[config.mk]
export PLATFORM = sky130hd
export DESIGN_NAME = demodRegs
export DESIGN_NICKNAME = d
export VERILOG_FILES = /design/src/design/demodPkg.sv /design/src/design/demodRegs.sv
export SDC_FILE = /design/constraint.sdc
export NUM_CORES = 1
export LEC_CHECK = 0
export BUFFER_PORTS_ARGS = -buffer_cell sky130_fd_sc_hd__buf_2
export CORE_MARGIN = 1.5
export CORE_UTILIZATION = 44
export DETAILED_ROUTE_END_ITERATION = 8
export GPL_ROUTABILITY_DRIVEN = 1
export PLACE_DENSITY = 0.81
export RECOVER_POWER = 50
export SYNTH_ARGS = -nofsm -noshare
export SYNTH_HDL_FRONTEND = slang
export SYNTH_SLANG_ARGS = --single-unit
[constraint.sdc]
create_clock -name clk -period 2.3 [get_ports clk]
set_clock_uncertainty 0.15 [all_clocks]
set_input_delay 0.46 -clock clk [delete_from_list [all_inputs] [get_ports clk]]
set_output_delay 0.46 -clock clk [all_outputs]
set_load 0.005 [all_outputs]
[src/design/demodPkg.sv]
package demodPkg;

    // sample, video and average words
    typedef logic signed [17:0] sampleT;
    // full 18x18 multiplier result
    typedef logic signed [35:0] productT;
    // alpha and threshold register values
    typedef logic [15:0] coefT;
    typedef logic [3:0] dacSelT;

    typedef logic [11:0] apbAddrT;
    typedef logic [31:0] apbDataT;

    typedef enum logic [1:0] {
        apbIdle,
        apbSetup,
        apbAccess
    } apbStateT;

    // register map
    localparam apbAddrT addrControl   = 12'h000;
    localparam apbAddrT addrAlpha     = 12'h004;
    localparam apbAddrT addrThreshold = 12'h008;
    localparam apbAddrT addrStatus    = 12'h00C;

    // unlisted DAC select codes fall back to dacI
    localparam dacSelT dacI          = 4'd0;
    localparam dacSelT dacQ          = 4'd1;
    localparam dacSelT dacFreq       = 4'd2;
    localparam dacSelT dacAvgFreq    = 4'd3;
    localparam dacSelT dacAvgAbsFreq = 4'd4;

    // average |freq| above this forces the offset flag
    localparam sampleT absBypassLimit = 18'h10000;

    localparam apbDataT controlResetValue = 32'd0;

endpackage

[src/design/demodRegs.sv]
`timescale 1ns/1ps

module demodRegs (
    input  logic              clk,
    input  logic              arstN,
    input  logic              psel,
    input  logic              penable,
    input  logic              pwrite,
    input  demodPkg::apbAddrT paddr,
    input  demodPkg::apbDataT pwdata,
    input  logic              highFreqOffset,
    input  logic              carrierLock,
    output demodPkg::apbDataT prdata,
    output logic              pready,
    output logic              pslverr,
    output logic              iqSwap,
    output demodPkg::coefT    falseLockAlpha,
    output demodPkg::coefT    falseLockThreshold,
    output demodPkg::dacSelT  dac0Select,
    output demodPkg::dacSelT  dac1Select
);
    import demodPkg::*;

    apbStateT state;
    logic     accessPhase;
    logic     addrValid;
    apbDataT  controlReg;
    coefT     alphaReg;
    coefT     thresholdReg;

    // access phase only counts after a seen setup
    always_ff @(posedge clk or negedge arstN) begin
        if (!arstN) begin
            state <= apbIdle;
        end else begin
            case (state)
                apbIdle:   state <= (psel && !penable) ? apbSetup : apbIdle;
                apbSetup:  begin
                    if (psel && penable) begin
                        state <= apbAccess;
                    end else if (!psel) begin
                        state <= apbIdle;
                    end
                end
                default:   state <= (psel && !penable) ? apbSetup : apbIdle;
            endcase
        end
    end

    assign accessPhase = (state == apbSetup) && psel && penable;

    always_ff @(posedge clk or negedge arstN) begin
        if (!arstN) begin
            controlReg   <= controlResetValue;
            alphaReg     <= '0;
            thresholdReg <= '0;
        end else if (accessPhase && pwrite) begin
            case (paddr)
                // only the defined control fields are kept
                addrControl:   controlReg <= {20'd0, pwdata[11:4], 3'd0, pwdata[0]};
                addrAlpha:     alphaReg <= pwdata[15:0];
                addrThreshold: thresholdReg <= pwdata[15:0];
                default:       ;
            endcase
        end
    end

    // read mux and address decode
    always_comb begin
        addrValid = 1'b1;
        prdata    = '0;
        case (paddr)
            addrControl:   prdata = controlReg;
            addrAlpha:     prdata = {16'd0, alphaReg};
            addrThreshold: prdata = {16'd0, thresholdReg};
            addrStatus:    prdata = {30'd0, carrierLock, highFreqOffset};
            default:       addrValid = 1'b0;
        endcase
    end

    // no wait states
    assign pready  = 1'b1;
    assign pslverr = accessPhase && !addrValid;

    assign iqSwap             = controlReg[0];
    assign dac0Select         = controlReg[7:4];
    assign dac1Select         = controlReg[11:8];
    assign falseLockAlpha     = alphaReg;
    assign falseLockThreshold = thresholdReg;

endmodule

Word-level counts from Yosys, hierarchy flattened
Cells that the tools add are included.

Eq/ne operators: 5. Multiplexer cells: 6. Reductions and logical operators: 13.

Operator list (count): $pmux W16 S4 (1); $eq A12 B4 Y1 const B (2); $eq A12 B3 Y1 const B (1); $logic_not A12 Y1 (1); $logic_and A1 B1 Y1 (6); $mux W2 (3); $reduce_and A2 Y1 (3); $reduce_or A4 Y1 (1); $ne A3 B3 Y1 const B (1); $eq A2 B1 Y1 const B (1); $logic_not A1 Y1 (2); $mux W1 (2).

Register bits after elaboration: 43. Bits of input ports: 51. Output and inout bits: 75. Word-level logic and storage cells: 28.

Longest topological paths before layout
Word-level depth: 5. Gate-level depth with buffers: 7. Mapped depth without buffers: 4.

Least setup slack after synthesis
No wires, ideal clock.

Path kind: in2out. Start point: in paddr[3]. End point: out prdata[1]. Data arrival time: 1634 ps. Path slack: 56 ps. Cell stages on the path: 5. Buffers on the path: 2. Cell sequence: buf_2 buf_1 mux2_2 a22oi_1 nor2_1.

Cells in the longest elaborated chain, start to end: 2. Elaborated cells between the ends (all ways): 5.

Ends and longest elaborated chain: start: declaration (RTL line demodRegs.sv:9) `input demodPkg::apbAddrT paddr,`; $eq A12 B4 Y1, or another cell as far along (RTL line demodRegs.sv:72) `case (paddr)`; $pmux W16 S4 (*) (RTL line demodRegs.sv:72); end: declaration (RTL line demodRegs.sv:13) `output demodPkg::apbDataT prdata,`.

Every way passes the cells marked *; elsewhere a longest branch is shown, timed or not.

Worst setup path in the final report
Start point: in paddr[5]. End point: out pslverr.

Cells in the longest elaborated chain, start to end: 5. Elaborated cells between the ends (all ways): 8.

Ends and longest elaborated chain: $eq A12 B4 Y1, or another cell as far along (RTL line demodRegs.sv:72); $reduce_or A4 Y1 (no line) (*); $mux W1 (*) (RTL line demodRegs.sv:72); $logic_not A1 Y1 (*) (RTL line demodRegs.sv:83) `assign pslverr = accessPhase && !addrValid;`; $logic_and A1 B1 Y1 (*) (RTL line demodRegs.sv:83); end: declaration (RTL line demodRegs.sv:15) `output logic pslverr,`.

Marked as above.

==> metrics <==
Lkg Pwr approximately 0.0015 uW; largest net degree at the start of global routing 30; post-synthesis cell type count 23; critical path class in -> out; CP cell instances buf_2 > nor4_1 > nand3_1 > buf_4 > buf_4 > and2_1 > buf_2; top cell type's share of synthesized area between 50 and 60%; most frequent cells in the layout 81 x buf_2, 43 x dfrtp_1, 42 x mux2_2, 24 x nor2_1, 17 x conb_1; DR pass1 iterations 4; Synth Cell Area between 2000 and 2500 um2; final worst slack 137.8 ps; Die X-Extent around 73 um; largest area contributor in the netlist dfrtp_1; drt drc 0; DP HPWL ~3800 um; NumNets Final 331; Power, Total between 1000 and 1500 uW; ys flop type dfrtp_1; CTS tree built; Die ar. approximately 5300 um2; Post-DP Area about 2700 um2; Area contributors post-synth dfrtp_1 50%, mux2_2 22%, buf_4 6.6%; Final Hold Vio Count 0; total core area 4723 um2; Worst Tran Pin Value between 1500 and 2000 ps; routability congestion estimate around 0.71; via count ~1.7k; Critical Path AT between 1500 and 2000 ps; clock buffer depth 2; CP Max Fanout 11; initial antenna violation count 0; Post-Route WL slightly above 5000 um; Relative slew margins -1.015%; ant diodes 0; CTS Sinks between 40 and 50; Syn. warnings 0; post-route cell area 2793 um2; Overflow after GRT 0; vias in the first global route about 1.6k; vias per cell just under 5; postcts setup bufs 0; Startpoint Class input port; fraction of layout cells with a size suffix above 1 between 50% and 60%; # hold bufs at CTS 0; CP Data Required Time about 1700 ps; cell depth of the worst hold path 2; worst-skew pair later-pin latency 290 ps; Slew Limit Fails 30; unrepaired setup endpoints after global routing false; Tmin final between 2000 and 2500 ps; area grow syn2layout 29.99%; worst min path class in -> reg; DRT iter0 DRCs between 40 and 50; # setup viols final 0; async set-reset flop share out of synthesis 100.0%; CTS Buf Count 5; Max Cap Viol 1; cells on worst reg2reg path 5; routed len/inst roughly 15 um; worst stage delay on the critical path roughly 250 ps; FF+latch count, synth between 40 and 50; Post-synth EDFFs 0; I/O Pins 126; Root Driver clkbuf_8; Tcrit/Tclk final a little over nine tenths; failing checks capacitance limit, slew limit; Max Clk Rate 462.5 MHz; first-pass GRT wire length 7955 um; Clk pin slew, worst setup/hold paths 80 ps; Syn Inst Count 175; initial core utilization 45.48%; peak supply drop 0.0004192 V; Setup TNS Final 0 ps; post-synthesis sequential area ratio approximately half; CTS HTree Levels 2; pre-CTS worst setup slack between 20 and 25 ps; PostCTS Resize Cnt 0; commonest non-fill, non-tap cell in the layout buf_2; outcome finished with violations; chip height roughly 73 um; Total GRT Usage around a fifth; remaining antenna violation count after routing 0; Synth Area per Inst approximately 12 um2; slowest CP cell nor4_1; row cnt 25; crit end category primary output; Port-buffer cells 92; Cell Pwr Density ~480 nW/um2
-- metrics by stage --
stage / cells / util (%) / hold WS, ps
floorplan: 190 / - / 14.41
global placement: 340 / 57.64 / 356.6
detailed placement: 340 / 57.64 / 366.9
CTS: 348 / 59.44 / 38.72
global route: 348 / 59.13 / 164.4
finish: 348 / 59.13 / 169.1
-- critical path, delay by kind of cell --
family,cells,cell delay (ps)
buffers and inverters,4,590
AND/OR/NAND/NOR,3,500
-- area by class of cell --
cell class,count,area (um2)
flip-flops and latches,43,1076
multi-input cells,120,952.2
fillers,410,1931
clock inverters,2,12.51
inverters,1,3.754
repair buffers,109,591.8
well taps,67,83.83
clock buffers,6,72.57
-- state kept, by name, indices dropped and copies added, names as in the netlist --
register / cells
controlReg: 9
state: 2
falseLockThreshold: 16
falseLockAlpha: 16
-- where the power goes --
part           switching, uW  leakage (uW)  internal, uW
registers              0.421      0.000600           757
clock network            263     0.0000412           212
logic                   58.7      0.000900          37.7
-- Yosys cell counts (2+ instances only) --
cell type / number
buf_2: 2
nor2_1: 24
nor4_1: 2
nor2b_1: 4
buf_4: 19
clkbuf_1: 3
mux2_2: 42
a21oi_1: 8
a22oi_1: 7
dfrtp_1: 43
conb_1: 2
mux2i_1: 8
-- worst paths after layout --
kind                                             endpoint                           from  slack, ps
setup reg to reg            falseLockAlpha[4]$_DFFE_PN0P_           state[1]$_DFFE_PN0P_        330
hold reg to reg             falseLockAlpha[3]$_DFFE_PN0P_  falseLockAlpha[3]$_DFFE_PN0P_        390
setup / recovery                                  pslverr                       paddr[5]        140
max in group asynchronous       controlReg[9]$_DFFE_PN0P_                          arstN        590
min in group asynchronous  falseLockAlpha[10]$_DFFE_PN0P_                          arstN        360
hold / removal                       state[0]$_DFFE_PN0P_                        penable        170
-- cell families after synthesis --
kind of cell           after synthesis  synth area share (%)
AO/OA/AOI/OAI                       15                 4.310
multiplexers                        51                 26.79
other                                2                0.3496
flip-flops                          43                 50.09
buffers and inverters               27                 8.503
AND/OR/NAND/NOR                     37                 9.959
-- layer usage --
layer / up-vias / track usage [%] / share of wire, %
li1: 783 / - / -
met1: 815 / 26.10 / 44
met2: 97 / 32.11 / 46
met3: 7 / 5.525 / 7.8
met4: 0 / 7.338 / 1.9
met5: - / 0 / 0
Note: power is estimated with default switching activity, not from simulation.
