--- src/design/demodPkg.sv ---
package demodPkg;

    // sample, video and average words
    typedef logic signed [17:0] sampleT;
    // full 18x18 multiplier result
    typedef logic signed [35:0] productT;
    // alpha and threshold register values
    typedef logic [15:0] coefT;
    typedef logic [3:0] dacSelT;

    typedef logic [11:0] apbAddrT;
    typedef logic [31:0] apbDataT;

    typedef enum logic [1:0] {
        apbIdle,
        apbSetup,
        apbAccess
    } apbStateT;

    // register map
    localparam apbAddrT addrControl   = 12'h000;
    localparam apbAddrT addrAlpha     = 12'h004;
    localparam apbAddrT addrThreshold = 12'h008;
    localparam apbAddrT addrStatus    = 12'h00C;

    // unlisted DAC select codes fall back to dacI
    localparam dacSelT dacI          = 4'd0;
    localparam dacSelT dacQ          = 4'd1;
    localparam dacSelT dacFreq       = 4'd2;
    localparam dacSelT dacAvgFreq    = 4'd3;
    localparam dacSelT dacAvgAbsFreq = 4'd4;

    // average |freq| above this forces the offset flag
    localparam sampleT absBypassLimit = 18'h10000;

    localparam apbDataT controlResetValue = 32'd0;

endpackage

--- src/design/fmDiscriminator.sv ---
`timescale 1ns/1ps

module fmDiscriminator (
    input  logic             clk,
    input  logic             arstN,
    input  logic             sampleEn,
    input  demodPkg::sampleT iIn,
    input  demodPkg::sampleT qIn,
    input  logic             iqSwap,
    output demodPkg::sampleT iSample,
    output demodPkg::sampleT qSample,
    output logic             swapEn,
    output demodPkg::sampleT fmVideo,
    output logic             fmEn
);
    import demodPkg::*;

    sampleT  iPrev;
    sampleT  qPrev;
    productT crossA;
    productT crossB;
    productT crossDiff;

    // input stage with optional swap
    always_ff @(posedge clk) begin
        if (sampleEn) begin
            iSample <= iqSwap ? qIn : iIn;
            qSample <= iqSwap ? iIn : qIn;
        end
    end

    // previous I times current Q minus previous Q times current I
    assign crossA    = iPrev * qSample;
    assign crossB    = qPrev * iSample;
    assign crossDiff = crossA - crossB;

    always_ff @(posedge clk or negedge arstN) begin
        if (!arstN) begin
            swapEn <= 1'b0;
            fmEn   <= 1'b0;
            iPrev  <= '0;
            qPrev  <= '0;
        end else begin
            swapEn <= sampleEn;
            fmEn   <= swapEn;
            if (swapEn) begin
                iPrev <= iSample;
                qPrev <= qSample;
            end
        end
    end

    // truncated video word
    always_ff @(posedge clk) begin
        if (swapEn) begin
            fmVideo <= crossDiff[34:17];
        end
    end

endmodule

--- config.mk ---
export PLATFORM = sky130hd
export DESIGN_NAME = fmDiscriminator
export DESIGN_NICKNAME = d
export VERILOG_FILES = /design/src/design/demodPkg.sv /design/src/design/fmDiscriminator.sv
export SDC_FILE = /design/constraint.sdc
export NUM_CORES = 2
export LEC_CHECK = 0
export ABC_AREA = 1
export BUFFER_PORTS_ARGS = -buffer_cell sky130_fd_sc_hd__buf_2
export CAP_MARGIN = 20
export CORE_UTILIZATION = 41
export DETAILED_ROUTE_END_ITERATION = 16
export SYNTH_ARGS = -nofsm -noshare
export SYNTH_HDL_FRONTEND = slang
export SYNTH_SLANG_ARGS = --single-unit
--- constraint.sdc ---
create_clock -name clk -period 8.6 [get_ports clk]
set_input_delay 0 -clock clk [delete_from_list [all_inputs] [get_ports clk]]
set_output_delay 0 -clock clk [all_outputs]
set_load 0.05 [all_outputs]
# Word-level counts from Yosys, hierarchy flattened
# Cells that the tools add are included.
dict set report classes {
  add_sub_neg 1
  multipliers 2
  mux 2
}
# operator count
set op_table {}
lappend op_table {{$mul 18x18->35} 2}
lappend op_table {{$mux 18} 2}
lappend op_table {{$sub 35x35->35} 1}
dict set report totals {
  regBits 92
  inputBits 40
  wordCells 12
  out_inout_bits 56
}

# Longest topological paths before layout
dict set report logic_depth {
  ltp_word 2
  ltp_mapped 32
  mapped_depth_nobuf 30
}

# Least setup slack after synthesis
# No wires, ideal clock.
dict set report synth_timing {
  kind {register to register}
  startpoint {reg qSample[1]}
  endpoint {reg fmVideo[16], data pin}
  t_arrival_ns 6.756
  stages_incl_launch_ff 23
  required_time_ns 8.348
  period_less_slack_ns 7.008
  setup_time_ns 0.252
  path_slack_ns 1.592
  n_path_buf 1
  path_cell_list {edfxtp_1 clkbuf_1 nand2_1 inv_1 fa_1 fa_1 fa_1 inv_1 fa_1 inv_1 fa_1 inv_1 fa_1 inv_1 fa_1 fa_1 ha_1 inv_1 nor3_1 nand2_1 o211a_1 nand3_1 nand2_1}
}
dict set report synth_via {
  elab_chain_cells 2
}
# element line
set synth_rtl {}
lappend synth_rtl {{start: declaration} fmDiscriminator.sv:11} ;# output demodPkg::sampleT qSample,
lappend synth_rtl {{start signal: assignment} fmDiscriminator.sv:28} ;# qSample <= iqSwap ? iIn : qIn;
lappend synth_rtl {{$mul 18x18->35} fmDiscriminator.sv:33} ;# assign crossA = iPrev * qSample;
lappend synth_rtl {{$sub 35x35->35} fmDiscriminator.sv:35} ;# assign crossDiff = crossA - crossB;
lappend synth_rtl {{named net crossDiff[33]} fmDiscriminator.sv:22} ;# productT crossDiff;
lappend synth_rtl {{end signal: assignment} fmDiscriminator.sv:56} ;# fmVideo <= crossDiff[34:17];
lappend synth_rtl {{end: declaration} fmDiscriminator.sv:13} ;# output demodPkg::sampleT fmVideo,
# The timed path passes the listed nets, and every way through them passes these cells.
# A chain may end at the register's enable or synchronous reset.

# Final worst setup path
dict set report layout_timing {
  startpoint {reg iPrev[17]}
  endpoint {reg fmVideo[14], data pin}
}
dict set report layout_via {
  elab_chain_cells 2
}
# element line
set layout_rtl {}
lappend layout_rtl {{start: declaration} fmDiscriminator.sv:18} ;# sampleT iPrev;
lappend layout_rtl {{start signal: assignment} fmDiscriminator.sv:47} ;# iPrev <= iSample;
lappend layout_rtl {{$mul 18x18->35} fmDiscriminator.sv:33}
lappend layout_rtl {{$sub 35x35->35} fmDiscriminator.sv:35}
lappend layout_rtl {{named net crossDiff[31]} fmDiscriminator.sv:22}
# The timed path passes the listed nets, and every way through them passes these cells.

==> flow_summary_export.csv <==
group,metric,value,unit
placement,placement.io_buffers,95,
run_status,status,"completed",
cells_and_area,area_growth_syn_to_layout,7.697,%
logic_synthesis,synthesis.area_per_instance,8.470,µm²
cells_and_area,final_core_utilization,44.77,%
min_path,whs_endpoint,"iSample[2]",
critical_path,slowest_cell_on_the_critical_path,"dfrtp_1",
logic_synthesis,syn_inst,3372,
route,post_drt_via_cell_ratio,4.725,
logic_synthesis,netlist-cell-type-count,38,
sta,period_share,90.09,%
floorplan,floorplan.initialDensity,41.57,%
global_route,grt_max_degree,73,
sta,maxSlewViolCount,0,
cells_and_area,fillerInstances,6817,
floorplan,core,68710,µm²
clock_tree,post-cts-setup-buffers,0,
global_route,grtUsageTotal,23.23,%
logic_synthesis,synthDominantCellAreaShare,49.98,%
cells_and_area,layout.nets,4338,
route,detail_route.wl_per_cell,17.75,µm
sta,finalHoldViolCount,0,
floorplan,floorplan.rows,96,
placement,final_hpwl_dp,65080,µm
clock_tree,tritoncts_num_sinks,92,
critical_path,worst_ep_arrival_time,7900,ps
sta,maxClockFrequency,129.1,MHz
floorplan,design.die.area,70720,µm²
sta,setup_tns,0,ps
route,detailedRoute.firstPassIterationCount,5,
placement,last_weighted_congestion_value_of_the_routability_driven_placer,0.9088,
clock_tree,clk_pin_slew,70,ps
cells_and_area,fin_area,30760,µm²
critical_path,worst_setup_path_start_kind,"register",
sta,final_setup_violating_endpoints,0,
clock_tree,clkLatencyLatePin,410,ps
floorplan,ports,96,
logic_synthesis,seq_area_frac_synth,9.007,%
min_path,hold_path.startpoint,"iIn[2]",
logic_synthesis,synth_most_common_cell,"inv_1",
critical_path,reg2regPathDepth,21,
route,detailedRoute.firstIterationViolations,1250,
logic_synthesis,yosys.area.top_type,"fa_1",
clock_tree,cts_root_buffer,"clkbuf_16",
min_path,hold_class,"in2reg",
sta,max_slew.worst_pin.slew,1082,ps
placement,post_dp_cell_area,29920,µm²
min_path,min_path_cells,3,
clock_tree,cts_tree,"done",
sta,period_needed,7747,ps
critical_path,cp_cell_sequence,"nand2_1 > inv_1 > fa_1 > fa_1 > fa_1 > inv_1 > fa_1 > inv_1 > fa_1 > fa_1 > fa_1 > inv_1 > fa_1 > inv_1 > ha_1 > a21oi_1 > o21ai_0 > a211oi_1 > nand2_1 > nand2_1 > nand2_1",
critical_path,criticalPathCategory,"reg2reg",
logic_synthesis,yosysWarningCount,0,
logic_synthesis,mapped_cell_area,28560,µm²
route,final_antenna_net_count,0,
critical_path,reg2reg_slack,850,ps
logic_synthesis,synth_async_sr_flop_share,41.30,%
route,post-route-drc-count,0,
sta,unrepaired_setup_endpoints_after_global_routing,"no",
route,routed-via-count,20580,
logic_synthesis,synthFlopType,"edfxtp_1",
global_route,number_of_antenna_violations_at_the_first_check_in_global_routing,0,
logic_synthesis,synthesis.nets,4291,
critical_path,worstReg2RegEnd,"fmVideo[14]",
global_route,grt_first_pass_wirelength,124400,µm
critical_path,crit-reg2reg-launch,"iPrev[17]",
floorplan,die_x,265.9,µm
route,wirelength,77300,µm
logic_synthesis,synth_common_cells,"inv_1 (1109), nand2_1 (818), fa_1 (713)",
clock_tree,clock_tree.buffer_depth,2,
clock_tree,numCtsBuffers,9,
floorplan,die_height,265.9,µm
sta,max-slew-margin-rel,27.86,%
sta,clock-skew-final,25.76,ps
critical_path,cp_slowest_stage_delay,840,ps
logic_synthesis,edff_count_synth,54,
run,maxCapViolCount,0,
critical_path,cp_common_cell,"fa_1",
logic_synthesis,synth.top_cells.by_area,"fa_1 (50%), inv_1 (15%), nand2_1 (11%)",
cells_and_area,antenna_diode_count,0,
critical_path,critical_path.endpoint_type,"register",
global_route,gr-total-overflow,0,
critical_path,timing.critical_path.required,8750,ps
clock_tree,cts.repair.resized,0,
clock_tree,htree_num_levels,3,
logic_synthesis,ys_seq_elements,92,
cells_and_area,layout-drive-gt1-share,5.754,%
critical_path,critPathMaxFanout,20,
global_route,grt_pass1_vias,22240,
-- placed cells by master, fill, tap and decap left out, drive strengths merged, types with 27 or more instances in the layout --
cell type,count
dfrtp,38
nand3,34
ha,166
nand2,822
edfxtp,54
a21oi,53
o21ai,49
inv,1116
nor2,98
buf,141
mux2,27
fa,713
dlygate4sd3,51
-- state kept, by name, indices dropped and copies added (netlist names) --
name     flops
fmVideo     18
swapEn       1
iSample     18
qPrev       18
iPrev       18
fmEn         1
qSample     18
-- how the worst max path moves through the flow --
stage	start	endpoint	slack (ps)	cells past startpoint
floorplan	qSample[1]	fmVideo[16]	1590	22
global placement	iPrev[17]	fmVideo[13]	970	22
detailed placement	iPrev[17]	fmVideo[13]	940	22
CTS	iPrev[17]	fmVideo[13]	930	22
global route	iPrev[17]	fmVideo[14]	470	21
finish	iPrev[17]	fmVideo[14]	850	21
-- critical path, delay by kind of cell (launching register included) --
family	cells	cell delay [ps]
buffers and inverters	5	560
and+or+nand+nor	4	450
DFF	1	840
adders and majority gates	9	4870
AOI/OAI and AO/OA	3	780
-- layer usage --
layer	vias up	share of wire (%)	track usage, %	routed length [µm]
met4	0	1.7	4.769	1309
met2	690	45	36.39	34670
met5	-	0	0	0
met1	10400	45	32.59	34720
li1	9404	-	-	-
met3	80	8.5	5.943	6600
-- final cells by class --
cell class              count  area (µm²)  share of cell area (%)
repair buffers            192        1344                   4.369
multi-input cells        2012       21200                   68.91
inverters                1112        4174                   13.57
well taps                 931        1165                   3.787
clock buffers              10       229.0                  0.7444
clock inverters             6       77.57                  0.2522
flip-flops and latches     92        2574                   8.368
-- per-stage QoR --
step / setup WS (ps) / instances / hold slack (ps)
final: 852.6 / 4355 / 26.90
after global routing: 472.8 / 4355 / 18.76
after CTS: 926.9 / 4353 / 9.236
after detailed placement: 938.0 / 4287 / 151.9
after global placement: 967.4 / 4287 / 163.3
after floorplan: 1592 / 3372 / -295.6
-- logic make-up (layout without fill, tap and decap cells) --
group           Yosys count  after routing  synth area share (%)
fa+ha+maj               879            879                 57.25
simple gates            969            969                 13.11
compound gates          121            121                 2.296
xor+xnor                 16             16                0.4907
mux                      27             27                 1.065
flops                    92             92                 9.007
buf+inv                1268           1320                 16.78
-- timing repair --
| action | in CTS | in global routing |
|---|---|---|
| setup endpoints to repair | 0 | 0 |
| hold buffers | 50 | 1 |
| hold endpoints to repair | 73 | 1 |
Power is not shown: default switching activity piles up to over one toggle a cycle in this logic, so the estimate is an artifact.
