===== src/design/demodPkg.sv =====
package demodPkg;

    // sample, video and average words
    typedef logic signed [17:0] sampleT;
    // full 18x18 multiplier result
    typedef logic signed [35:0] productT;
    // alpha and threshold register values
    typedef logic [15:0] coefT;
    typedef logic [3:0] dacSelT;

    typedef logic [11:0] apbAddrT;
    typedef logic [31:0] apbDataT;

    typedef enum logic [1:0] {
        apbIdle,
        apbSetup,
        apbAccess
    } apbStateT;

    // register map
    localparam apbAddrT addrControl   = 12'h000;
    localparam apbAddrT addrAlpha     = 12'h004;
    localparam apbAddrT addrThreshold = 12'h008;
    localparam apbAddrT addrStatus    = 12'h00C;

    // unlisted DAC select codes fall back to dacI
    localparam dacSelT dacI          = 4'd0;
    localparam dacSelT dacQ          = 4'd1;
    localparam dacSelT dacFreq       = 4'd2;
    localparam dacSelT dacAvgFreq    = 4'd3;
    localparam dacSelT dacAvgAbsFreq = 4'd4;

    // average |freq| above this forces the offset flag
    localparam sampleT absBypassLimit = 18'h10000;

    localparam apbDataT controlResetValue = 32'd0;

endpackage


===== src/design/falseLockDetector.sv =====
`timescale 1ns/1ps

module falseLockDetector (
    input  logic             clk,
    input  logic             arstN,
    input  logic             fmEn,
    input  demodPkg::sampleT fmVideo,
    input  demodPkg::coefT   falseLockAlpha,
    input  demodPkg::coefT   falseLockThreshold,
    input  logic             carrierLock,
    output demodPkg::sampleT averageFreq,
    output demodPkg::sampleT averageAbsFreq,
    output logic             avgEn,
    output logic             highFreqOffset
);
    import demodPkg::*;

    sampleT  alpha;
    sampleT  oneMinusAlpha;
    sampleT  freqSample;
    sampleT  absFreqSample;
    sampleT  absAverageFreq;
    productT freqAlpha;
    productT freqHold;
    productT absAlpha;
    productT absHold;
    productT freqSum;
    productT absSum;
    logic    sampleValid;
    logic    productValid;

    // 1.0 sits at bit 17
    assign alpha         = {falseLockAlpha, 2'b00};
    assign oneMinusAlpha = 18'h20000 - alpha;

    assign freqSum        = freqAlpha + freqHold;
    assign absSum         = absAlpha + absHold;
    assign absAverageFreq = averageFreq[17] ? -averageFreq : averageFreq;

    always_ff @(posedge clk) begin
        if (fmEn) begin
            freqSample    <= fmVideo;
            absFreqSample <= fmVideo[17] ? -fmVideo : fmVideo;
        end
        // weighted terms one cycle after the sample
        freqAlpha <= freqSample * alpha;
        freqHold  <= averageFreq * oneMinusAlpha;
        absAlpha  <= absFreqSample * alpha;
        absHold   <= averageAbsFreq * oneMinusAlpha;
    end

    always_ff @(posedge clk or negedge arstN) begin
        if (!arstN) begin
            sampleValid    <= 1'b0;
            productValid   <= 1'b0;
            avgEn          <= 1'b0;
            averageFreq    <= '0;
            averageAbsFreq <= '0;
            highFreqOffset <= 1'b0;
        end else begin
            sampleValid  <= fmEn;
            productValid <= sampleValid;
            avgEn        <= productValid;
            if (productValid) begin
                averageFreq    <= freqSum[34:17];
                averageAbsFreq <= absSum[34:17];
            end
            // large average offset wins over carrier lock
            if (avgEn) begin
                if ($unsigned(averageAbsFreq) > $unsigned(absBypassLimit)) begin
                    highFreqOffset <= 1'b1;
                end else if ($unsigned(absAverageFreq) > 18'(falseLockThreshold)) begin
                    highFreqOffset <= !carrierLock;
                end else begin
                    highFreqOffset <= 1'b0;
                end
            end
        end
    end

endmodule


===== config.mk =====
export PLATFORM = sky130hd
export DESIGN_NAME = falseLockDetector
export DESIGN_NICKNAME = d
export VERILOG_FILES = /design/src/design/demodPkg.sv /design/src/design/falseLockDetector.sv
export SDC_FILE = /design/constraint.sdc
export NUM_CORES = 2
export LEC_CHECK = 0
export ABC_AREA = 1
export CORE_MARGIN = 4
export CORE_UTILIZATION = 31
export CTS_CLUSTER_DIAMETER = 80
export DETAILED_ROUTE_END_ITERATION = 8
export DONT_BUFFER_PORTS = 1
export SETUP_SLACK_MARGIN = 0.05
export SYNTH_ARGS = -nofsm -noshare
export SYNTH_HDL_FRONTEND = slang
export SYNTH_SLANG_ARGS = --single-unit

===== constraint.sdc =====
create_clock -name clk -period 12 [get_ports clk]
set_input_delay 0 -clock clk [delete_from_list [all_inputs] [get_ports clk]]
set_output_delay 0 -clock clk [all_outputs]
set_load 0.1 [all_outputs]

# After elaboration in Yosys (flattened, before gate mapping)
# Index checks and enable logic that the tools add are counted.
# totals
ff_bits	212
inputBits	54
out_inout_bits	38
elab_cells	29
# classes
add_sub_neg	5
n_mul	4
n_lt_le_gt_ge	2
n_mux	4
reduce_logical	1
# op_table
operator	count
adder 35 bit	2
multiplier 18 x 18 -> 35 bit	2
multiplier 18 x 16 -> 33 bit	2
negation 18 bit	2
greater-than comparator 18 x 16 -> 1 bit	1
greater-than comparator 18 x 17 -> 1 bit, second input constant	1
two-way mux 18 bit	1
subtractor 18 bit, first input constant	1
two-way mux 17 bit	1
two-way mux 1 bit	2
zero test 1 bit	1

# Depth between registers and ports, before layout
# depth
word_depth	5
ltp_mapped	37
depth_no_buf	33

# Least setup slack after synthesis
# OpenSTA, ideal clock, no wires.
# synth_timing
kind	reg-to-reg
start	register averageFreq[17]
end	register freqHold[31]
setup_ns	0.113
arrival_ns	6.279
t_required_ns	11.887
path_slack_ns	5.608
stages_incl_launch_ff	22
n_path_buf	3
period_less_slack_ns	6.392
cell_sequence	dfrtp_1 > clkbuf_1 > inv_1 > clkbuf_1 > buf_1 > nor2_1 > fa_1 > fa_1 > fa_1 > fa_1 > fa_1 > inv_1 > fa_1 > inv_1 > ha_1 > nand2_1 > nand2_1 > o21bai_1 > a221oi_1 > nand3_1 > nand2_1 > nand2_1
# synth_between
elab_chain_cells	1
# synth_lines
item	line	text
start: declaration	falseLockDetector.sv:11	output demodPkg::sampleT averageFreq,
start signal: assignment	falseLockDetector.sv:65	averageFreq <= freqSum[34:17];
multiplier 18 x 18 -> 35 bit	falseLockDetector.sv:47	freqHold <= averageFreq * oneMinusAlpha;
end signal: assignment	falseLockDetector.sv:47	
end: declaration	falseLockDetector.sv:24	productT freqHold;
# Every way passes these cells.
# A chain may end at the register's enable or synchronous reset.

# Worst setup path after layout
# layout_timing
start	input port falseLockAlpha[0]
end	register absHold[25]
# layout_between
elab_chain_cells	2
# layout_lines
item	line	text
start: declaration	falseLockDetector.sv:8	input demodPkg::coefT falseLockAlpha,
subtractor 18 bit	falseLockDetector.sv:34	assign oneMinusAlpha = 18'h20000 - alpha;
multiplier 18 x 18 -> 35 bit	falseLockDetector.sv:49	absHold <= averageAbsFreq * oneMinusAlpha;
end signal: assignment	falseLockDetector.sv:49	
end: declaration	falseLockDetector.sv:26	productT absHold;
# Every way passes these cells.

==> impl_metrics.xml <==
<?xml version="1.0" encoding="UTF-8"?>
<metrics>
  <group name="yosys">
    <metric name="async_reset_ff_share" unit="%">19.4</metric>
    <metric name="yosysTopAreaCell" unit="">fa_1</metric>
    <metric name="synth_top_cells_by_area" unit="">fa_1 (42%), inv_1 (13%), ha_1 (11%)</metric>
    <metric name="syn_inst" unit="">6750</metric>
    <metric name="synth_area" unit="um^2">54100</metric>
    <metric name="synthesis.nets" unit="">8393</metric>
    <metric name="post-synth-top-area-fraction" unit="%">41.9</metric>
    <metric name="synth-edff-count" unit="">35</metric>
    <metric name="yosys_register_bits" unit="">206</metric>
    <metric name="post_synth.cell_area_avg" unit="um^2">8.02</metric>
    <metric name="yosysWarningCount" unit="">0</metric>
    <metric name="yosys.cell_types.count" unit="">48</metric>
    <metric name="synthFlopType" unit="">dfxtp_1</metric>
    <metric name="synth-seq-area-share" unit="%">8.64</metric>
  </group>
  <group name="sta">
    <metric name="slew_violations" unit="">0</metric>
    <metric name="setup_tns" unit="ns">0</metric>
    <metric name="final_setup_violation_count" unit="">0</metric>
    <metric name="grt_setup_unrepaired" unit="">false</metric>
    <metric name="fmax" unit="MHz">140</metric>
    <metric name="worst_pin_slew" unit="ns">1.36</metric>
    <metric name="clock-skew-final" unit="ns">0.0335</metric>
    <metric name="finalHoldViolations" unit="">0</metric>
    <metric name="slew-limit-headroom" unit="%">9.12</metric>
    <metric name="post-route-period-util" unit="%">59.5</metric>
    <metric name="layout_min_cycle_time" unit="ns">7.14</metric>
  </group>
  <group name="global_routing">
    <metric name="global_route_wire_length_before_repair" unit="mm">269</metric>
    <metric name="maximum_number_of_pins_on_one_net_before_global_route_repair" unit="">65</metric>
    <metric name="global_route.usage.total" unit="%">19.1</metric>
    <metric name="global_route.overflow_total" unit="">0</metric>
    <metric name="grt_pass1_vias" unit="">46000</metric>
    <metric name="initial_antenna_violation_count" unit="">13</metric>
  </group>
  <group name="critical_path">
    <metric name="timing.critical_path.slowest_cell_delay" unit="ns">1.06</metric>
    <metric name="regToRegSetupSlack" unit="ns">5.07</metric>
    <metric name="timing.critical_path.fanout_max" unit="">65</metric>
    <metric name="worstSetupPathType" unit="">input port to flop</metric>
    <metric name="critical_path.startpoint" unit="">falseLockAlpha[0]</metric>
    <metric name="critical_path_rt" unit="ns">12.49</metric>
    <metric name="levels_on_crit_path" unit="">26</metric>
    <metric name="critPathArrivalTime" unit="ns">7.63</metric>
    <metric name="cpMaxStageDelayCell" unit="">clkinv_1</metric>
    <metric name="setup.worst_path.end" unit="">absHold[25]</metric>
    <metric name="rr_startpoint" unit="">averageFreq[14]</metric>
    <metric name="cp_top_family" unit="">adder cells</metric>
    <metric name="worst-r2r-cell-count" unit="">21</metric>
    <metric name="critical_path.n_buffers_inverters" unit="">5</metric>
    <metric name="end_kind" unit="">flop</metric>
    <metric name="critical-path-top-cell-by-count" unit="">fa_1</metric>
    <metric name="setup.worst_path.start_class" unit="">input port</metric>
    <metric name="r2r_end" unit="">freqHold[23]</metric>
  </group>
  <group name="cts">
    <metric name="numCtsBuffers" unit="">34</metric>
    <metric name="cts.reportedPaths.clkPinSlew" unit="ns">0.07</metric>
    <metric name="clk_latency_worst_skew_pair" unit="ns">0.60</metric>
    <metric name="clkSinkCount" unit="">206</metric>
    <metric name="clock_tree.buffer_depth" unit="">3</metric>
    <metric name="htree_num_levels" unit="">2</metric>
    <metric name="cts_tree" unit="">built</metric>
    <metric name="clk_root_buffer_cell" unit="">clkbuf_16</metric>
  </group>
  <group name="final_layout">
    <metric name="layout.nets" unit="">8293</metric>
    <metric name="area_delta_synth_final" unit="%">7.22</metric>
    <metric name="drive_gt1_share" unit="%">2.76</metric>
  </group>
  <group name="floorplanning">
    <metric name="die_width" unit="um">426</metric>
    <metric name="std_cell_rows" unit="">153</metric>
    <metric name="design.die.area" unit="um^2">181000</metric>
    <metric name="top_level_ports" unit="">92</metric>
    <metric name="core-area" unit="um^2">174000</metric>
    <metric name="start_util" unit="%">31.1</metric>
    <metric name="floorplan.die.height" unit="um">426</metric>
  </group>
  <group name="flow_run">
    <metric name="cap_viol_max_count" unit="">0</metric>
  </group>
  <group name="drt">
    <metric name="per_cell_via_count_in_the_routed_design" unit="">4.75</metric>
    <metric name="routed_wl" unit="mm">170</metric>
    <metric name="ant_nets" unit="">0</metric>
    <metric name="first_iter_violations" unit="">3405</metric>
    <metric name="wl_per_cell" unit="um">18.9</metric>
    <metric name="drc_errors" unit="">0</metric>
    <metric name="vias" unit="">42800</metric>
    <metric name="number_of_detailed_route_iterations_in_the_first_pass" unit="">6</metric>
  </group>
  <group name="placed_design">
    <metric name="placement.io_buffers" unit="">0</metric>
    <metric name="detailedPlacementHpwl" unit="mm">136</metric>
    <metric name="place_congestion" unit="">0.910</metric>
  </group>
  <group name="hold_path">
    <metric name="timing.hold.worst.class" unit="">input port to async pin</metric>
  </group>
  <group name="status">
    <metric name="outcome" unit="">complete, no violations</metric>
  </group>
</metrics>
==> layout make-up <==
cell class                      count  area (um^2)
Fill cell                       18400       116000
Multi-Input combinational cell   4482        41700
Inverter                         1857         6970
Sequential cell                   206         4700
Tap cell                         2325         2910
Clock buffer                       40          873
Timing Repair Buffer               69          621
Clock inverter                     21          267
Antenna cell                        8         20.0
==> cell usage after synthesis, drive strengths merged (3+ instances only) <==
library cell,count
a21boi,8
a21o,24
ha,455
xnor2,53
fa,1134
clkbuf,144
a21oi,200
nor3,40
a211oi,4
o21bai,28
nand4,41
nand3b,20
o21ai,163
nor4,14
o221ai,5
dfxtp,131
nand2,1473
dfrtp,40
a31oi,28
edfxtp,35
inv,1848
o21a,13
clkinv,9
xor2,115
nand3,170
o2111ai,3
or2,37
o211ai,9
nor2,435
buf,61
==> flip-flops by register name, summed over array words and instances (netlist names) <==
signal / cells
absHold: 33
highFreqOffset: 1
freqAlpha: 32
absFreqSample: 17
sampleValid: 1
productValid: 1
freqHold: 33
averageFreq: 18
avgEn: 1
absAlpha: 33
freqSample: 18
averageAbsFreq: 18
==> kinds of logic after synthesis <==
group | share of synthesized area (%)
and+or+nand+nor | 16.6
adders and majority gates | 52.5
AOI/OAI and AO/OA | 5.12
DFF | 8.64
xor gates and xnor gates | 2.76
buffers and inverters | 14.4
==> per-stage QoR <==
stage                     cell area, um^2  instances  utilization (%)  hold slack (ns)  setup slack, ns
final                               58000       9008             33.4           0.0301             4.86
after global routing                58000       9006             33.4           0.0235             4.52
after CTS                           58000       9000             33.4           0.0259             5.03
after detailed placement            56600       8914             32.6           -0.290             4.39
after global placement              56600       8914             32.6           -0.290             4.50
after floorplan                     54100       6750                -           -0.296             5.61
==> worst min-delay path by stage <==
stage | to | start | depth (start not counted) | slack [ns]
after floorplan | averageAbsFreq[0] | arstN | 0 | -0.30
after global placement | averageFreq[12] | arstN | 0 | -0.29
after detailed placement | averageFreq[12] | arstN | 0 | -0.29
after CTS | averageAbsFreq[17] | arstN | 2 | 0.03
after global routing | averageAbsFreq[10] | arstN | 2 | 0.02
final | averageAbsFreq[10] | arstN | 2 | 0.03
==> placed cells by master, fill, tap and decap left out, types with 9 or more instances in the layout <==
cell	n
o21ai_0	162
dfrtp_2	24
or2_2	36
xnor2_1	52
fa_1	1134
clkbuf_16	34
nor3_1	40
ha_1	455
o21bai_1	28
xor2_1	115
a31oi_1	28
nand2_2	13
o21a_1	13
a21oi_1	200
nand2_1	1460
dfxtp_1	131
nand3_1	169
nor2_1	432
buf_4	43
a21o_1	24
dlygate4sd3_1	23
edfxtp_1	35
dfrtp_1	16
inv_1	1842
clkinv_1	11
o211ai_1	9
nor4_1	14
nand3b_1	20
nand4_1	41
==> per-layer routing <==
layer | wire length (um) | track usage, % | vias to the layer above
met3 | 11200 | 2.63 | 289
met5 | 27 | 0 | -
li1 | - | - | 19500
met4 | 5470 | 5.38 | 4
met1 | 72500 | 25.8 | 21500
met2 | 80700 | 32.1 | 1489
==> repair_timing <==
item	in CTS	in global routing
setup endpoints to repair	0	0
buffers inserted	0	0
gates resized for setup	0	0
hold endpoints to repair	126	0
hold buffers	25	0
Power is left out: the tool's default activity adds up to more than one toggle a clock period on the data nets, which glitch-free logic cannot reach.
