## config.mk

```make
export PLATFORM = sky130hd
export DESIGN_NAME = dacMux
export DESIGN_NICKNAME = d
export VERILOG_FILES = /design/src/design/demodPkg.sv /design/src/design/dacMux.sv
export SDC_FILE = /design/constraint.sdc
export NUM_CORES = 1
export LEC_CHECK = 0
export ABC_AREA = 1
export BUFFER_PORTS_ARGS = -buffer_cell sky130_fd_sc_hd__buf_2
export CORE_AREA = 8 8 67 126
export DETAILED_ROUTE_END_ITERATION = 10
export DIE_AREA = 0 0 75 134
export PLACE_DENSITY = 0.75
export SLEW_MARGIN = 20
export SYNTH_ARGS = -nofsm -noshare
export SYNTH_HDL_FRONTEND = slang
export SYNTH_SLANG_ARGS = --single-unit
```

## constraint.sdc

```tcl
create_clock -name clk -period 0.8 [get_ports clk]
set_input_delay 0.04 -clock clk [delete_from_list [all_inputs] [get_ports clk]]
set_output_delay 0.04 -clock clk [all_outputs]
set_load 0.01 [all_outputs]
```

## src/design/demodPkg.sv

```systemverilog
package demodPkg;

    // sample, video and average words
    typedef logic signed [17:0] sampleT;
    // full 18x18 multiplier result
    typedef logic signed [35:0] productT;
    // alpha and threshold register values
    typedef logic [15:0] coefT;
    typedef logic [3:0] dacSelT;

    typedef logic [11:0] apbAddrT;
    typedef logic [31:0] apbDataT;

    typedef enum logic [1:0] {
        apbIdle,
        apbSetup,
        apbAccess
    } apbStateT;

    // register map
    localparam apbAddrT addrControl   = 12'h000;
    localparam apbAddrT addrAlpha     = 12'h004;
    localparam apbAddrT addrThreshold = 12'h008;
    localparam apbAddrT addrStatus    = 12'h00C;

    // unlisted DAC select codes fall back to dacI
    localparam dacSelT dacI          = 4'd0;
    localparam dacSelT dacQ          = 4'd1;
    localparam dacSelT dacFreq       = 4'd2;
    localparam dacSelT dacAvgFreq    = 4'd3;
    localparam dacSelT dacAvgAbsFreq = 4'd4;

    // average |freq| above this forces the offset flag
    localparam sampleT absBypassLimit = 18'h10000;

    localparam apbDataT controlResetValue = 32'd0;

endpackage

```

## src/design/dacMux.sv

```systemverilog
`timescale 1ns/1ps

module dacMux (
    input  logic             clk,
    input  logic             arstN,
    input  demodPkg::dacSelT dac0Select,
    input  demodPkg::dacSelT dac1Select,
    input  demodPkg::sampleT iSample,
    input  demodPkg::sampleT qSample,
    input  logic             swapEn,
    input  demodPkg::sampleT fmVideo,
    input  logic             fmEn,
    input  demodPkg::sampleT averageFreq,
    input  demodPkg::sampleT averageAbsFreq,
    input  logic             avgEn,
    output demodPkg::sampleT dac0Data,
    output demodPkg::sampleT dac1Data,
    output logic             dac0Sync,
    output logic             dac1Sync
);
    import demodPkg::*;

    logic [18:0] pick0;
    logic [18:0] pick1;

    // strobe in the top bit, data below
    function automatic logic [18:0] pickSource(input dacSelT sel);
        case (sel)
            dacQ:          return {swapEn, qSample};
            dacFreq:       return {fmEn, fmVideo};
            dacAvgFreq:    return {avgEn, averageFreq};
            dacAvgAbsFreq: return {avgEn, averageAbsFreq};
            default:       return {swapEn, iSample};
        endcase
    endfunction

    assign pick0 = pickSource(dac0Select);
    assign pick1 = pickSource(dac1Select);

    always_ff @(posedge clk) begin
        dac0Data <= pick0[17:0];
        dac1Data <= pick1[17:0];
    end

    // sync is the source strobe one cycle late
    always_ff @(posedge clk or negedge arstN) begin
        if (!arstN) begin
            dac0Sync <= 1'b0;
            dac1Sync <= 1'b0;
        end else begin
            dac0Sync <= pick0[18];
            dac1Sync <= pick1[18];
        end
    end

endmodule

```

Yosys cells after proc, flatten, opt, wreduce, memory -nomap -nowiden:

Cells that the tools add are included.

* register bits: 38
* input port bits: 103
* output and inout port bits: 38
* word-level logic and storage cells: 14

* equality and inequality tests: 8
* multiplexer cells: 2

Operator list (count)
* case mux 19 bit (4 select lines): 2
* == test 4 x 2 -> 1 bit (second input constant): 4
* == test 4 x 1 -> 1 bit (second input constant): 2
* == test 4 x 3 -> 1 bit (second input constant): 2

Logic depth before layout (Yosys ltp):

Gate-level depths: netlist of run 1.

* depth in word-level cells: 2
* gate-level depth with buffers: 8
* depth with buffers taken out: 7

Worst setup path before layout of run 1:

OpenSTA, ideal clock, no wires.

* path kind: in2reg
* start: input port dac0Select[0]
* end: register dac0Data[10]
* library setup time: 0.114 ns
* arrival: 0.672 ns
* data required time: 0.686 ns
* setup slack: 0.014 ns
* cell stages on the path: 6
* path buffers: 2
* cells stage by stage: nor2_1 -> buf_4 -> nand2_4 -> buf_4 -> nand3_1 -> nand2_1

* word-level cells in the longest chain between the ends: 2
* elaborated cells on any way between the ends: 5
* classes of those cells: eq/ne (4); mux (1)

Ends and longest elaborated chain
* from (decl): line dacMux.sv:6 `input demodPkg::dacSelT dac0Select,`
* == test 4 x 3 -> 1 bit, or another cell as far along: line dacMux.sv:28 `case (sel)`
* case mux 19 bit (4 select lines) (*): line dacMux.sv:28
* via pick0[10]: line dacMux.sv:23 `logic [18:0] pick0;`
* to (signal assigned): line dacMux.sv:41 `dac0Data <= pick0[17:0];`
* to (decl): line dacMux.sv:16 `output demodPkg::sampleT dac0Data,`

The timed path passes the listed nets; every way through them passes the cells marked *.

Worst setup path in the final report of run 1:

* start: register dac1Sync
* end: output port dac1Sync

RTL lines
* from (decl): line dacMux.sv:19 `output logic dac1Sync`
* from (signal assigned): line dacMux.sv:52 `dac1Sync <= pick1[18];`

No word-level cell between the ends.

==> metrics.md, run 1 <==
| Metric | Value |
|---|---|
| Per-cell routed wire length | `14.6 um` |
| Syn-to-layout area delta | `43.6%` |
| Crit end category | `output pin` |
| CP max stage delay | `~0.36 ns` |
| Yosys reg bits | `38` |
| Crit Path Class | `flop to output pin` |
| WP data arrival | `0.79 ns` |
| Gr busiest metal | `met2` |
| Total routed wirelength | `10.0 mm` |
| Met1 track utilization from global routing | `0.251` |
| GPL Wtd Cong | `0.873` |
| Post-CTS Setup Bufs | `0` |
| M2 GR Usage | `0.311` |
| Top delay family on crit path | `flip-flops` |
| Pwr Density | `1460 nW/um^2` |
| TritonRoute pass-1 iters | `6` |
| Yosys warns | `0` |
| Worst-margin pin slew | `approximately 0.41 ns` |
| Full die area | `between 10000 and 15000 sq um` |
| Final design instance area without fill | `3890 sq um` |
| ANT nets after route | `0` |
| Vias per inst | `5.10` |
| CTS tree | `built` |
| CP max stage cell | `dfrtp_1` |
| DR DRC count | `0` |
| Vias in the first global route | `3401` |
| Cell count after synthesis | `441` |
| Failing checks | `hold timing, setup timing` |
| Layout Cells excl Fill | `between 600 and 700` |
| RSZ-0062 raised after global routing | `true` |
| Setup tns final | `-0.0394 ns` |
| Complex-gate fraction of the synthesized area | `0` |
| Ant diodes | `0` |
| PortBufs | `140` |
| Outcome | `finished, violations left` |
| Clock sinks | `38` |
| Xor-xnor portion of the synthesized cell area | `0` |
| Final worst slack | `-0.0265 ns` |
| Final setup fails | `2` |
| Worst slew margin | `0.730` |
| Root Driver | `clkbuf_16` |
| Post-synth top area share | `0.340` |
| Total number of vias | `3508` |
| Post-layout min period | `0.827 ns` |
| Num CTS Buffers | `5` |
| Dpl ws | `-0.154 ns` |
| CP max FO | `1` |
| Largest family of logic cells by synthesized area | `simple AND/OR/NAND/NOR gates` |
| Row count | `between 40 and 50` |
| Top post-synthesis cells by count | `nand3_1 (184), nand2_1 (126), nor2_1 (42)` |
| Synth top area cells | `nand3_1 (34%), dfxtp_1 (27%), nand2_1 (17%)` |
| Post-synth ARST share | `0.0526` |
| Most used DFF post-synth | `dfxtp_1` |
| Placed cell area | `3650 sq um` |
| IO Pins | `between 100 and 150` |
| Lkg Pwr | `0.00222 uW` |
| Cell taking the most area after synthesis | `nand3_1` |
| Hold Crit Class | `primary input to flop` |
| Setup crit start kind | `flop` |
| Initial Util | `0.396` |
| Hold WS | `-0.00424 ns` |
| Die Y | `134 um` |
| Synthesized area per cell | `6.14 sq um` |
| # nets final | `700` |
| Drt first-iter violations | `302` |
| CP cell instances | `buf_2` |
| H-tree lvl count | `2` |
| Hpwl dp | `8.02 mm` |
| Global routing usage on met3 | `0.0718` |
| Worst VDD drop | `0.776 mV` |
| # Max-Cap Violations | `0` |
| Post-synth cell types | `14` |
| Syn_nets | `544` |
| Mux share of post-synthesis cell area | `0` |
| Fmax | `around 1200 MHz` |
| Grt ovf | `0` |
| Simple-gate share of the synthesized area | `0.619` |
| First-pass GRT wire length | `16.2 mm` |
| Period utilization | `1.03` |
| Tot GR Track Use | `0.205` |
| Hold Fails Final Rpt | `1` |
| Clock Path Buffers | `2` |
| Core Area | `6830 sq um` |
| Layout cell share with drive strength beyond 1 | `0.329` |
| Largest net degree at the start of global routing | `37` |
| Worst path buffer plus inverter count | `1` |
| Initial antenna violation count | `1` |
| Post-synthesis sequential area ratio | `0.285` |
| Die X | `about 75 um` |
| Synthesized area | `2710 sq um` |
| Worst path required time | `about 0.76 ns` |
| Adder-cell share of the synthesized area | `0` |
| Most common cell in the netlist | `nand3_1` |
| Total power draw | `5690 uW` |
| DP Cell Count | `671` |
| Fin. max-slew vios | `0` |
| EDFF count, synth | `0` |
| Clock transition at path regs | `0.06 ns` |
state kept, by name, indices dropped and copies added, names as in the netlist:
signal and count:
dac0Data 18, dac1Sync 1, dac1Data 18, dac0Sync 1
path summary, 6_finish.rpt:
path,startpoint,endpoint,cells after the start,slack [ns]
min in group asynchronous,arstN,dac0Sync,2,0.06
max in group asynchronous,arstN,dac1Sync,2,0.65
setup / recovery,dac1Sync,dac1Sync,1,-0.03
hold / removal,iSample[5],dac1Data[5],3,-0.004
logic make-up after synthesis:
| logic type | after synthesis |
|---|---|
| DFF | 38 |
| buffers and inverters | 39 |
| and+or+nand+nor | 364 |
cells in the final DEF (no fill, tap or decap), drive strengths merged:
cell type	count
clkinvlp	1
clkbuf	6
dfxtp	36
dlygate4sd3	9
nand2	130
inv	9
nor2	50
nand3	184
buf	170
clkinv	1
dfrtp	2
stage by stage:
stage / hold WS [ns] / utilization
after global placement: -0.172 / 0.534
after CTS: 0.00176 / 0.569
final: -0.00424 / 0.569
after floorplan: -0.256 / -
after detailed placement: -0.171 / 0.534
after global routing: 0.0135 / 0.569
routing by layer:
metal	up-vias	wire length (um)
met2	213	4480
met5	-	8
li1	1787	-
met3	15	1490
met4	2	198
met1	1491	3870
layout make-up:
cell class | count | area (sq um)
repair buffers | 179 | 1140
inverters | 9 | 33.8
clock inverters | 2 | 12.5
well taps | 90 | 113
flip-flops and latches | 38 | 771
multi-input cells | 364 | 1680
fillers | 703 | 2940
clock buffers | 6 | 139
timing repair:
action                                  in CTS  in global routing
hold buffers                                 9                  0
endpoints found under the setup margin       2                  2
hold endpoints to repair                    12                  0
resized for setup                            0                  0
gates cloned                                 0                  0
power breakdown:
| part | switching [uW] | internal [uW] | leakage (uW) | total, uW |
|---|---|---|---|---|
| registers | 35.7 | 2090 | 0.000327 | 2130 |
| logic | 886 | 702 | 0.00182 | 1590 |
| clock network | 737 | 1230 | 0.0000729 | 1970 |
tightest hold or removal path: stages:
cell	delay, ns
buf_2	0.09
nand3_1	0.07
nand2_1	0.06
(Power assumes the default switching activity.)
==> run 2: changes to the inputs <==
CORE_AREA = 2 2 61 120   (was 8 8 67 126)
DIE_AREA = 0 0 63 122   (was 0 0 75 134)
==> run 2 against run 1 <==
Net effect: the flow still finishes with violations (hold timing, setup timing); fmax increased by 1.9%; combinational power about the same; count of clock-buffer cells in the layout unchanged; flip-flop and latch count unchanged; largest cell class unchanged; critical endpoint is now dac0Sync; sequential share of layout area increased by 0.13 points; clock power about the same.
==> metrics.md, run 2 (synthesis gave the netlist of run 1 again) <==
| Metric | Value |
|---|---|
| Top delay family on crit path | `flip-flops (unchanged)` |
| Worst-margin pin slew | `0.329 ns (was 0.405 ns)` |
| Clock Path Buffers | `2 (unchanged)` |
| Period utilization | `1.01 (was 1.03)` |
| Sequential power share | `0.374 (was 0.375)` |
| Sequential cell area | `771 sq um (unchanged)` |
| CTS tree | `built (unchanged)` |
| Final setup fails | `2 (unchanged)` |
| Core Area | `6830 sq um (unchanged)` |
| CP max stage delay | `0.36 ns (about the same)` |
| CP cell instances | `buf_2 (unchanged)` |
| # Max-Cap Violations | `0 (unchanged)` |
| Per-cell routed wire length | `13.4 um (was 14.6 um)` |
| DP Cell Count | `668 (was 671)` |
| CP max stage cell | `dfrtp_1 (unchanged)` |
| Root Driver | `clkbuf_16 (unchanged)` |
| Drt first-iter violations | `286 (was 302)` |
| WP data arrival | `0.77 ns (was 0.79 ns)` |
| H-tree lvl count | `2 (unchanged)` |
| IO Pins | `141 (unchanged)` |
| Total number of vias | `3504 (was 3508)` |
| Setup crit start kind | `flop (unchanged)` |
| Num CTS Buffers | `5 (unchanged)` |
| Initial antenna violation count | `0 (was 1)` |
| Fin. max-slew vios | `0 (unchanged)` |
| DR DRC count | `0 (unchanged)` |
| Commonest cells after routing, fill and taps aside | `nand3_1 (184), buf_2 (140), nand2_1 (126) (unchanged)` |
| Fmax | `1230 MHz (was 1210 MHz)` |
| Clock transition at path regs | `0.06 ns (about the same)` |
| Full die area | `7690 sq um (was 10100 sq um)` |
| RSZ-0062 raised after global routing | `true (unchanged)` |
| TritonRoute pass-1 iters | `5 (was 6)` |
| Hold Crit Class | `primary input to flop (unchanged)` |
| First-pass GRT wire length | `14.6 mm (was 16.2 mm)` |
| Die X | `63 um (was 75 um)` |
| Row count | `43 (unchanged)` |
| Die Y | `122 um (was 134 um)` |
| GPL Wtd Cong | `0.909 (was 0.873)` |
| Hold Fails Final Rpt | `1 (unchanged)` |
| Net Sw Frac | `0.295 (was 0.292)` |
| ANT nets after route | `0 (unchanged)` |
| Lkg Pwr | `0.00220 uW (was 0.00222 uW)` |
| P_sw | `1680 uW (was 1660 uW)` |
| Crit Path Class | `flop to output pin (unchanged)` |
| # nets final | `694 (was 700)` |
| Internal power | `4020 uW (was 4030 uW)` |
| Worst path buffer plus inverter count | `1 (unchanged)` |
| Most common cell after layout, fill and taps aside | `nand3_1 (unchanged)` |
| Hold WS | `-0.0000588 ns (was -0.00424 ns)` |
| Worst path required time | `0.76 ns (about the same)` |
| Top flop regs | `dac0Data: 18 flops, dac1Data: 18 flops (unchanged)` |
| Worst slew margin | `0.780 (was 0.730)` |
| Combinational power share | `0.278 (was 0.279)` |
| Worst VDD drop | `0.870 mV (was 0.776 mV)` |
| Layout cell share with drive strength beyond 1 | `0.328 (was 0.329)` |
| Ant diodes | `0 (unchanged)` |
| Total routed wirelength | `9.15 mm (was 10.0 mm)` |
| Final worst slack | `-0.0113 ns (was -0.0265 ns)` |
| Tot GR Track Use | `0.239 (was 0.205)` |
| Clock sinks | `38 (unchanged)` |
| Placed cell area | `3650 sq um (about the same)` |
| CP max FO | `1 (unchanged)` |
| Failing checks | `hold timing, setup timing (unchanged)` |
| Clock power frac | `0.349 (was 0.346)` |
| Largest net degree at the start of global routing | `37 (unchanged)` |
| Outcome | `finished, violations left (unchanged)` |
| Hpwl dp | `6.93 mm (was 8.02 mm)` |
| Vias per inst | `5.14 (was 5.10)` |
| Post-layout min period | `0.811 ns (was 0.827 ns)` |
| Pwr Density | `1480 nW/um^2 (was 1460 nW/um^2)` |
| Final design instance area without fill | `3870 sq um (was 3890 sq um)` |
| Layout Cells excl Fill | `682 (was 688)` |
| Initial Util | `0.396 (unchanged)` |
| PortBufs | `140 (unchanged)` |
| Post-CTS Setup Bufs | `0 (unchanged)` |
| Vias in the first global route | `3082 (was 3401)` |
| Syn-to-layout area delta | `42.7% (was 43.6%)` |
| Grt ovf | `0 (unchanged)` |
| Fillers | `693 (was 703)` |
| Crit end category | `output pin (unchanged)` |
| Multi-input gate area | `1680 sq um (unchanged)` |
[run 2: power by group through the flow]
| stage | sequential [uW] | clock (uW) | combinational, uW |
|---|---|---|---|
| floorplan | 2290 | 0 | 642 |
| global placement | 2170 | 0 | 1530 |
| detailed placement | 2180 | 0 | 1540 |
| CTS | 2140 | 1990 | 1570 |
| global route | 2150 | 2080 | 1730 |
| finish | 2130 | 1990 | 1580 |
[run 2: final timing paths]
kind	start	end	slack (ns)	cells past startpoint
worst max-delay path	dac0Sync	dac0Sync	-0.01	1
max in group asynchronous	arstN	dac0Sync	0.64	2
min in group asynchronous	arstN	dac1Sync	0.07	2
worst min-delay path	iSample[7]	dac1Data[7]	-0.00006	3
[run 2: metal layers]
| layer | wire length, um | GRT usage | vias to the layer above |
|---|---|---|---|
| met5 | 0 | 0 | - |
| met4 | 114 | 0.0889 | 0 |
| met3 | 954 | 0.0425 | 8 |
| met2 | 4150 | 0.372 | 209 |
| met1 | 3930 | 0.327 | 1514 |
| li1 | - | - | 1773 |
[run 2: layout make-up]
type / instances / share of cell area
clock buffer: 6 / 0.0359
clock inverter: 2 / 0.00324
inverter: 9 / 0.00939
multi-input combinational: 364 / 0.435
sequential: 38 / 0.199
tap: 90 / 0.0291
timing repair buffer: 173 / 0.288
[run 2: timing repair]
action,4_1_cts,5_1_grt
endpoints found under the setup margin,2,6
hold buffers,6,0
hold endpoints to repair,8,0
resized for setup,0,4
[run 2: stage by stage]
| stage | worst slack (ns) | setup TNS (ns) | hold slack, ns | total power, uW | utilization |
|---|---|---|---|---|---|
| floorplan | 0.0135 | 0 | -0.256 | 2930 | - |
| detailed placement | -0.252 | -6.86 | -0.173 | 3720 | 0.534 |
| global placement | -0.240 | -6.33 | -0.171 | 3710 | 0.534 |
| CTS | -0.0189 | -0.0372 | 0.000210 | 5700 | 0.565 |
| finish | -0.0113 | -0.0217 | -0.0000588 | 5710 | 0.566 |
| global route | -0.0286 | -0.0681 | 0.0124 | 5960 | 0.566 |
==> run 3: changes to the inputs <==
SETUP_SLACK_MARGIN = 0.05   (was not set)
==> run 3 against run 2 <==
Net effect: the run ends with setup timing left; first-iteration DRC count is 31% higher; final area is 4.2% higher; setup slack worse by 0.028 ns; global-route usage is 2.4 points higher; routed wire length is 12% higher; sequential power hardly changed; clock power is 15% higher; flip-flop and latch count stayed put; power is 7.9% higher; cell count is 1.5% higher; die area stayed put; non-clock buffer count is 10 higher.
==> metrics.md, run 3 (synthesis gave the netlist of run 1 again) <==
| Metric | Value |
|---|---|
| Outcome | `finished, violations left (unchanged)` |
| Failing checks | `setup timing (was hold timing, setup timing)` |
| Dpl ws | `-0.144 ns (was -0.252 ns)` |
| Largest net degree at the start of global routing | `43 (was 37)` |
| First-pass GRT wire length | `15.9 mm (was 14.6 mm)` |
| Worst VDD drop | `0.989 mV (was 0.870 mV)` |
| Hold WS | `0.00128 ns (was -0.0000588 ns)` |
| Per-cell routed wire length | `14.8 um (was 13.4 um)` |
| Syn-to-layout area delta | `48.8% (was 42.7%)` |
| Period utilization | `1.05 (was 1.01)` |
| Most common cell after layout, fill and taps aside | `nand3_1 (unchanged)` |
| Hold Crit Class | `primary input to flop (unchanged)` |
| Hold depth | `3 (unchanged)` |
| Fillers | `677 (was 693)` |
| RSZ-0062 raised after global routing | `true (unchanged)` |
| Worst path buffer plus inverter count | `1 (unchanged)` |
| CP max stage cell | `dfrtp_1 (unchanged)` |
| Root Driver | `clkbuf_16 (unchanged)` |
| Sequential power share | `0.352 (was 0.374)` |
| Setup tns final | `-0.0483 ns (was -0.0217 ns)` |
| Hpwl dp | `7.70 mm (was 6.93 mm)` |
| CP max stage delay | `0.37 ns (was 0.36 ns)` |
| Post-layout min period | `0.839 ns (was 0.811 ns)` |
| Clock power frac | `0.372 (was 0.349)` |
| Die Y | `122 um (unchanged)` |
| Internal power | `4340 uW (was 4020 uW)` |
| Commonest cells after routing, fill and taps aside | `nand3_1 (184), buf_2 (130), nand2_1 (126) (was nand3_1 (184), buf_2 (140), nand2_1 (126))` |
| Post-CTS Setup Bufs | `0 (unchanged)` |
| Final worst slack | `-0.0391 ns (was -0.0113 ns)` |
| Net Sw Frac | `0.294 (was 0.295)` |
| IO Pins | `141 (unchanged)` |
| Setup crit start kind | `flop (unchanged)` |
| Crit end category | `output pin (unchanged)` |
| P_sw | `1810 uW (was 1680 uW)` |
| Clock transition at path regs | `0.06 ns (about the same)` |
| Multi-input gate area | `1680 sq um (unchanged)` |
| Crit Path Class | `flop to output pin (unchanged)` |
| WP data arrival | `0.80 ns (was 0.77 ns)` |
| Fmax | `1190 MHz (was 1230 MHz)` |
| Pwr Density | `1530 nW/um^2 (was 1480 nW/um^2)` |
| CP max FO | `1 (unchanged)` |
| # Max-Cap Violations | `0 (unchanged)` |
| DP Cell Count | `675 (was 668)` |
| Hold Fails Final Rpt | `0 (was 1)` |
| Vias per inst | `5.31 (was 5.14)` |
| Tot GR Track Use | `0.263 (was 0.239)` |
| Grt ovf | `0 (unchanged)` |
| Top delay family on crit path | `flip-flops (unchanged)` |
| Fin. max-slew vios | `0 (unchanged)` |
| # nets final | `704 (was 694)` |
| Layout Cells excl Fill | `692 (was 682)` |
| PortBufs | `140 (unchanged)` |
| Num CTS Buffers | `5 (unchanged)` |
| Clock sinks | `38 (unchanged)` |
| GPL Wtd Cong | `0.859 (was 0.909)` |
| CTS tree | `built (unchanged)` |
| Initial Util | `0.396 (unchanged)` |
| Full die area | `7690 sq um (unchanged)` |
| Die X | `63 um (unchanged)` |
| Core Area | `6830 sq um (unchanged)` |
| Final setup fails | `2 (unchanged)` |
| Worst slew margin | `0.780 (about the same)` |
| Worst path required time | `0.76 ns (about the same)` |
| Initial antenna violation count | `0 (unchanged)` |
| Stages on worst setup path | `1 (unchanged)` |
| Worst-margin pin slew | `0.330 ns (was 0.329 ns)` |
| Ant diodes | `0 (unchanged)` |
| Vias in the first global route | `3295 (was 3082)` |
| CP cell instances | `buf_2 (unchanged)` |
| Total power draw | `6160 uW (was 5710 uW)` |
| Row count | `43 (unchanged)` |
| ANT nets after route | `0 (unchanged)` |
| Drt first-iter violations | `375 (was 286)` |
| Total number of vias | `3675 (was 3504)` |
| Total routed wirelength | `10.2 mm (was 9.15 mm)` |
| Combinational power share | `0.276 (was 0.278)` |
| Top flop regs | `dac0Data: 18 flops, dac1Data: 18 flops (unchanged)` |
| Lkg Pwr | `0.00227 uW (was 0.00220 uW)` |
| Clock Path Buffers | `2 (unchanged)` |
| DR DRC count | `0 (unchanged)` |
| TritonRoute pass-1 iters | `6 (was 5)` |
| H-tree lvl count | `2 (unchanged)` |
| Layout cell share with drive strength beyond 1 | `0.350 (was 0.328)` |
| Sequential cell area | `783 sq um (was 771 sq um)` |
[run 3: cell types whose count changed in the layout (fill, tap and decap cells not counted), moves of 3 or more]
cell | previous run | this run
buf_2 | 140 | 130
buf_4 | 15 | 23
buf_6 | 0 | 10
dfxtp_1 | 36 | 26
dfxtp_2 | 0 | 10
dlygate4sd3_1 | 6 | 9
[run 3: final cells by class]
| cell class | instances | area share |
|---|---|---|
| clock buffer | 5 | 0.0310 |
| clock inverter | 3 | 0.0112 |
| inverter | 9 | 0.00900 |
| multi-input combinational | 364 | 0.417 |
| sequential | 38 | 0.194 |
| tap | 90 | 0.0279 |
| timing repair buffer | 183 | 0.309 |
[run 3: path summary, 6_finish.rpt]
path,from,endpoint
worst min-delay path,iSample[13],dac0Data[13]
max in group asynchronous,arstN,dac0Sync
min in group asynchronous,arstN,dac1Sync
worst max-delay path,dac1Sync,dac1Sync
[run 3: through the flow]
stage / area (sq um) / util
3_3_place_gp: 3690 / 0.540
2_1_floorplan: 2720 / -
4_1_cts: 3980 / 0.583
3_5_place_dp: 3690 / 0.540
6_report: 4030 / 0.590
5_1_grt: 4030 / 0.590
[run 3: metal layers]
| metal | vias to the layer above | global-route usage | wire length, um |
|---|---|---|---|
| met5 | - | 0 | 0 |
| met4 | 0 | 0.108 | 245 |
| met3 | 26 | 0.0360 | 1090 |
| met1 | 1586 | 0.333 | 3890 |
| met2 | 271 | 0.445 | 5000 |
| li1 | 1792 | - | - |
[run 3: repair_timing]
item | in CTS | in global routing
hold buffers | 9 | 0
endpoints found under the hold margin | 14 | 0
endpoints found under the setup margin | 15 | 35
gates resized for setup | 8 | 14
[run 3: power by group through the flow]
stage	logic, uW	clock network (uW)	registers [uW]
4_1_cts	1630	2290	2150
3_3_place_gp	1560	0	2180
5_1_grt	1840	2430	2180
6_report	1700	2290	2160
2_1_floorplan	644	0	2290
3_5_place_dp	1570	0	2180
